==> config.mk <==
export PLATFORM = sky130hd
export DESIGN_NAME = mem_port
export DESIGN_NICKNAME = d
export VERILOG_FILES = /design/src/mem_pkg.sv /design/src/msg_buffer.sv /design/src/mem_port.sv
export SDC_FILE = /design/constraint.sdc
export NUM_CORES = 1
export LEC_CHECK = 0
export BUFFER_PORTS_ARGS = -buffer_cell sky130_fd_sc_hd__buf_2
export CAP_MARGIN = 0
export CORE_ASPECT_RATIO = 0.75
export CORE_MARGIN = 5
export CORE_UTILIZATION = 41
export CTS_CLUSTER_DIAMETER = 80
export DETAILED_ROUTE_END_ITERATION = 12
export GPL_ROUTABILITY_DRIVEN = 1
export PLACE_DENSITY = 0.89
export SYNTH_ARGS = -nofsm -noshare
export SYNTH_HDL_FRONTEND = slang
export SYNTH_SLANG_ARGS = --single-unit
==> constraint.sdc <==
create_clock -name clk -period 4.05 [get_ports clk]
set_input_delay 0.6075 -clock clk [delete_from_list [all_inputs] [get_ports clk]]
set_output_delay 0.6075 -clock clk [all_outputs]
set_load 0.01 [all_outputs]
==> src/mem_pkg.sv <==
// Shared widths, message structs and helpers for the test memory
// Address is 8 bits; the array itself may be smaller and then aliases
// Length field of 0 encodes a full-width access of BYTES_PER_WORD bytes
// DATA_W must be a power-of-two multiple of 8

package mem_pkg;

  // ------------------------------
  // Message field widths
  // ------------------------------

  // Byte address carried in every request
  localparam int unsigned ADDR_W = 8;

  // Data payload in both directions
  localparam int unsigned DATA_W = 32;

  // Bytes in one data word
  localparam int unsigned BYTES_PER_WORD = DATA_W / 8;

  // Length in bytes, 0 standing for a whole word
  localparam int unsigned LEN_W = 2;

  // ------------------------------
  // Message types
  // ------------------------------

  typedef enum logic [0:0] {
    MEM_READ  = 1'b0,
    MEM_WRITE = 1'b1
  } mem_type_e;

  // Request from a client, 43 bits
  typedef struct packed {
    mem_type_e         msg_type;
    logic [ADDR_W-1:0] addr;
    logic [LEN_W-1:0]  len;
    logic [DATA_W-1:0] data;
  } mem_req_t;

  // Response back to a client, 35 bits
  // Type and length are echoed from the request
  typedef struct packed {
    mem_type_e         msg_type;
    logic [LEN_W-1:0]  len;
    logic [DATA_W-1:0] data;
  } mem_resp_t;

  // ------------------------------
  // Helpers
  // ------------------------------

  // Number of bytes an access really touches
  // One extra bit since a whole word does not fit in LEN_W bits
  function automatic logic [LEN_W:0] eff_len(input logic [LEN_W-1:0] len);
    logic [LEN_W:0] n;
    if (len == '0) begin
      n = (LEN_W + 1)'(BYTES_PER_WORD);
    end else begin
      n = {1'b0, len};
    end
    return n;
  endfunction

endpackage

==> src/msg_buffer.sv <==
// One-entry valid/ready register for any message type T
// Refills in the same cycle that the held message leaves
// in_ready_o depends combinationally on out_ready_i

`timescale 1ns/10ps

module msg_buffer #(
  parameter type T = logic
) (
  input  logic clk,
  input  logic reset,

  // Upstream side
  input  logic in_valid_i,
  output logic in_ready_o,
  input  T     in_data_i,

  // Downstream side
  output logic out_valid_o,
  input  logic out_ready_i,
  output T     out_data_o
);

  // Entry occupied
  logic full;

  // Held message, payload only
  T     data_q;

  logic in_fire;
  logic out_fire;

  // Handshakes on both sides
  assign out_fire = full && out_ready_i;
  // Room when empty or when the current entry drains this cycle
  assign in_ready_o = !full || out_ready_i;
  assign in_fire = in_valid_i && in_ready_o;

  // Control state
  always_ff @(posedge clk) begin
    if (reset) begin
      full <= 1'b0;
    end else if (in_fire) begin
      full <= 1'b1;
    end else if (out_fire) begin
      full <= 1'b0;
    end
  end

  // Payload captured on each accepted message
  always_ff @(posedge clk) begin
    if (in_fire) begin
      data_q <= in_data_i;
    end
  end

  assign out_valid_o = full;
  assign out_data_o  = data_q;

endmodule

==> src/mem_port.sv <==
// One client port of the shared test memory
// Holds at most one pending request and one pending response
// Responses return in request order; latency depends on arbitration
// Only asks for the array when the response can be stored right away

`timescale 1ns/10ps

module mem_port (
  input  logic                          clk,
  input  logic                          reset,

  // Client request
  input  logic                          req_valid_i,
  output logic                          req_ready_o,
  input  mem_pkg::mem_req_t             req_i,

  // Client response
  output logic                          resp_valid_o,
  input  logic                          resp_ready_i,
  output mem_pkg::mem_resp_t            resp_o,

  // Arbiter side
  output logic                          access_valid_o,
  output mem_pkg::mem_req_t             access_req_o,
  input  logic                          grant_i,
  input  logic [mem_pkg::DATA_W-1:0]    rd_data_i
);

  import mem_pkg::*;

  // Request buffer output
  logic      held_valid;
  mem_req_t  held_req;

  // Response buffer input
  logic      resp_in_ready;
  mem_resp_t new_resp;

  // ------------------------------
  // Request buffer
  // ------------------------------

  // Drains only when the arbiter grants this port
  msg_buffer #(
    .T (mem_req_t)
  ) req_buf_i (
    .clk         (clk),
    .reset       (reset),
    .in_valid_i  (req_valid_i),
    .in_ready_o  (req_ready_o),
    .in_data_i   (req_i),
    .out_valid_o (held_valid),
    .out_ready_i (grant_i),
    .out_data_o  (held_req)
  );

  // ------------------------------
  // Access request
  // ------------------------------

  // Ask only if the response has somewhere to go
  // so a grant always completes the request in one cycle
  assign access_valid_o = held_valid && resp_in_ready;
  assign access_req_o   = held_req;

  // Response built from the held request and the array read
  // For a write, data is the old contents of the block
  always_comb begin
    new_resp.msg_type = held_req.msg_type;
    new_resp.len      = held_req.len;
    new_resp.data     = rd_data_i;
  end

  // ------------------------------
  // Response buffer
  // ------------------------------

  // Filled at the granting edge
  msg_buffer #(
    .T (mem_resp_t)
  ) resp_buf_i (
    .clk         (clk),
    .reset       (reset),
    .in_valid_i  (grant_i),
    .in_ready_o  (resp_in_ready),
    .in_data_i   (new_resp),
    .out_valid_o (resp_valid_o),
    .out_ready_i (resp_ready_i),
    .out_data_o  (resp_o)
  );

endmodule

# Word level (Yosys, flattened, before mapping)
# Index checks and enable logic that the tools add are counted.
[word_totals]
ff_bits = 80
output_inout_bits = 81
word_cells = 24
input_bits = 80
[op_classes]
reduce_logical = 11
mux = 4
[op_table]
columns = ["operator", "n"]
rows = [
  ["1-bit logical AND", 5],
  ["1-bit 2-to-1 mux", 4],
  ["2-bit nonzero test", 2],
  ["1-bit logical NOT", 2],
  ["1-bit logical OR", 2],
]

# Longest topological paths before layout
[depth]
word_depth = 4
depth_mapped = 2
ltp_nobuf = 2

# Modules after synthesis
# A second synthesis with hierarchy kept.
[hier_totals]
cells_unflattened = 89
area_unflattened_um2 = 2458.6
[by_module_without_submodules]
columns = ["module", "seq_area_each_um2", "area_each_um2", "n_inst", "cells_per_inst"]
rows = [
  ["msg_buffer at req_buf_i", 1311.3, 1346.3, 1, 48],
  ["msg_buffer at resp_buf_i", 1071.0, 1106.1, 1, 40],
  ["mem_port", 0.0, 6.3, 1, 1],
]

# Worst setup path before layout
# No wires, ideal clock.
[synth_timing]
path_type = "input-to-reg"
from = "in grant_i"
to = "reg req_buf_i.data_q (netlist bit req_buf_i.out_data_o[0]), enable pin"
required_ns = 3.592
arrival_time_ns = 2.776
stages = 2
setup_time_ns = 0.458
setup_slack_ns = 0.816
path_buffers = 0
path_cell_list = "inv_1 -> a21oi_1"
[synth_via]
elab_chain_len = 2
[synth_rtl]
columns = ["element", "line", "rtl"]
rows = [
  ["from (decl)", "mem_port.sv:25", "input logic grant_i,"],
  ["1-bit logical OR", "msg_buffer.sv:36", "assign in_ready_o = !full || out_ready_i;"],
  ["1-bit logical AND", "msg_buffer.sv:37", "assign in_fire = in_valid_i && in_ready_o;"],
  ["net req_buf_i.in_fire", "msg_buffer.sv:30", "logic in_fire;"],
  ["to (signal assigned)", "msg_buffer.sv:53", "data_q <= in_data_i;"],
  ["to (decl)", "msg_buffer.sv:28", "T data_q;"],
]
# The timed path passes the listed nets, and every way through them passes these cells.
# A chain may end at the register's enable or synchronous reset.

# Worst setup path in the final report
[layout_timing]
from = "in resp_ready_i"
to = "out access_valid_o"
[layout_via]
elab_chain_len = 2
[layout_rtl]
columns = ["element", "line", "rtl"]
rows = [
  ["from (decl)", "mem_port.sv:19", "input logic resp_ready_i,"],
  ["1-bit logical OR", "msg_buffer.sv:36", ""],
  ["1-bit logical AND", "mem_port.sv:63", "assign access_valid_o = held_valid && resp_in_ready;"],
  ["to (decl)", "mem_port.sv:23", "output logic access_valid_o,"],
]
# Every way passes these cells.

==> impl_metrics.json <==
{
  "status": "completed",
  "final.fill_count": 460,
  "slew_viol_final": 0,
  "period_needed_ps": 1739,
  "avgSynthCellArea_um2": 27.51,
  "drc": 0,
  "clk_pin_slew_ps": 80,
  "diodes": 0,
  "grt.overflow.total": 0,
  "ctsHtreeMaxLevel": 3,
  "dpl.cell_count": 329,
  "path_class": "in -> out",
  "synth_area_um2": 2449,
  "synth_xor_area_share_pct": 0,
  "io_pins": 161,
  "critPathCaptureType": "output pin",
  "yosysSeqAreaShare_pct": 97.29,
  "synth_compound_area_share_pct": 0.7665,
  "fin_util_pct": 61.25,
  "synth.net_count": 169,
  "final_nets": 342,
  "syn_to_final_growth_pct": 44.97,
  "ir_drop_mv": 0.2555,
  "hp-class": "in -> reg",
  "fp.dieW_um": 99.24,
  "routed_wl_um": 5479,
  "dp_slack_ps": 2239,
  "worstPathCellList": "buf_2, nand2b_4, and2_1, buf_2",
  "seq_area_um2": 2382,
  "drtIter0Drc": 38,
  "clock-sinks": 80,
  "post_cts_buffers": 0,
  "grt.total_usage_pct": 15.06,
  "cts_tree": "done",
  "clock_latency_ps": 340,
  "synth_fa_ha_area_share_pct": 0,
  "grt_pass1_wl_um": 8466,
  "fin_crit_sh_pct": 42.95,
  "fin_ws_ps": 2311,
  "cts_buffers": 9,
  "setup_violations": 0,
  "crit_top_cell": "buf_2",
  "dieArea_um2": 7634,
  "fmax_ghz": 0.5749,
  "cpMaxStageDelayCell": "and2_1",
  "rsz0062_at_grt": "false",
  "syn-instance-count": 89,
  "synth-simple-area-share_pct": 1.635,
  "critPathRequiredTime_ps": 3440,
  "maxCapViolCount": 0,
  "worst_pin_slew_ps": 509.4,
  "wl_per_cell_um": 15.88,
  "synth_top_family_by_area": "simple AND/OR/NAND/NOR gates",
  "netlist-cell-type-count": 7,
  "setup-tns-final_ps": 0,
  "ys_ff_latch": 80,
  "hold_viol": 0,
  "rows": 24,
  "powerDensity_nw_per_um2": 457.5,
  "layout-drive-gt1-share_pct": 68.16,
  "placed_area_um2": 3373,
  "final-instance-count-excl-fill": 345,
  "design.core.area_um2": 5796,
  "cts_resized": 0,
  "fin_area_um2": 3550,
  "vias_per_cell": 4.293,
  "multi_input_area_um2": 70.07,
  "via_count": 1481,
  "crit_fanout": 3,
  "holdWs_ps": 430.7,
  "io_buffers": 160,
  "relSlewSlack_pct": 66.04,
  "grt_start_max_net_pins": 44,
  "grt_pass1_vias": 1651,
  "p_leak_nw": 1.539,
  "synth_mux_area_share_pct": 0,
  "root_buffer": "clkbuf_8",
  "ant_nets": 0,
  "die_y_um": 76.93,
  "critPathArrivalTime_ps": 1130,
  "finClkSkew_ps": 10.09,
  "cts_hold_buffers": 0,
  "power_mw": 1.624,
  "clockBufferDepth": 2,
  "startpoint_type": "input port",
  "antenna_found_initial": 0,
  "first_pass_iters": 4,
  "gp_congestion": 0.8141,
  "initial_core_util_pct": 42.25,
  "slowest_delay_ps": 160,
  "yosysWarnings": 0
}
## cells in the final DEF (no fill, tap or decap)
cell        instances
inv_1               2
buf_4               2
a21oi_1             1
edfxtp_1           78
inv_6               4
clkinvlp_4          1
clkinv_2            2
nand2b_4            2
buf_2             160
a21oi_2             1
dfxtp_1             2
clkbuf_8            9
a21oi_4             1
and2_1              2
## Yosys cell counts
cell / n / area (um^2)
a21oi_1: 2 / 10.01
edfxtp_1: 78 / 2342
inv_1: 2 / 7.510
dfxtp_1: 2 / 40.04
and2_1: 2 / 12.51
nand2b_4: 2 / 27.53
a21oi_2: 1 / 8.760
## flip-flops by register name, indices dropped and copies added, names as in the netlist
name                    flops
resp_buf_i.out_data_o      35
resp_buf_i.out_valid_o      1
req_buf_i.out_valid_o       1
req_buf_i.out_data_o       43
## final cells by class
type | count | area share, %
clock buffers | 9 | 3.490
well taps | 78 | 2.749
clock inverters | 7 | 1.480
multi-input cells | 7 | 1.974
flip-flops and latches | 80 | 67.11
inverters | 2 | 0.2115
repair buffers | 162 | 22.98
## power by group
| group | switching [mW] | internal [mW] |
|---|---|---|
| clock network | 0.281 | 0.229 |
| registers | 0.0128 | 0.965 |
| logic | 0.0748 | 0.0611 |
| total | 0.369 | 1.25 |
## worst max-delay path, delay by kind of cell
family | cells | cell delay (ps)
AND/OR/NAND/NOR | 2 | 290
buffers and inverters | 2 | 230
## routing by layer
metal  vias up  wire [um]  track usage [%]
met3        10        761            10.06
met4         0         80            4.911
met2        92       2867            26.01
met5         -          0                0
met1       684       1769            14.30
li1        695          -                -
## cell families (layout without fill, tap and decap cells)
logic type / Yosys count / after routing
and+or+nand+nor: 4 / 4
buffers and inverters: 2 / 180
DFF: 80 / 80
AOI/OAI and AO/OA: 3 / 3
## worst paths after layout
check | to | slack [ps] | from | cells after the start
worst max-delay path | access_valid_o | 2310 | resp_ready_i | 4
worst min-delay path | req_buf_i.out_valid_o | 430 | reset | 2
worst max register to register | req_buf_i.out_data_o[0] | 2690 | req_buf_i.out_valid_o | 2
worst min register to register | resp_buf_i.out_data_o[34] | 450 | req_buf_i.out_data_o[42] | 0
Power figures use the tool's default switching activity.
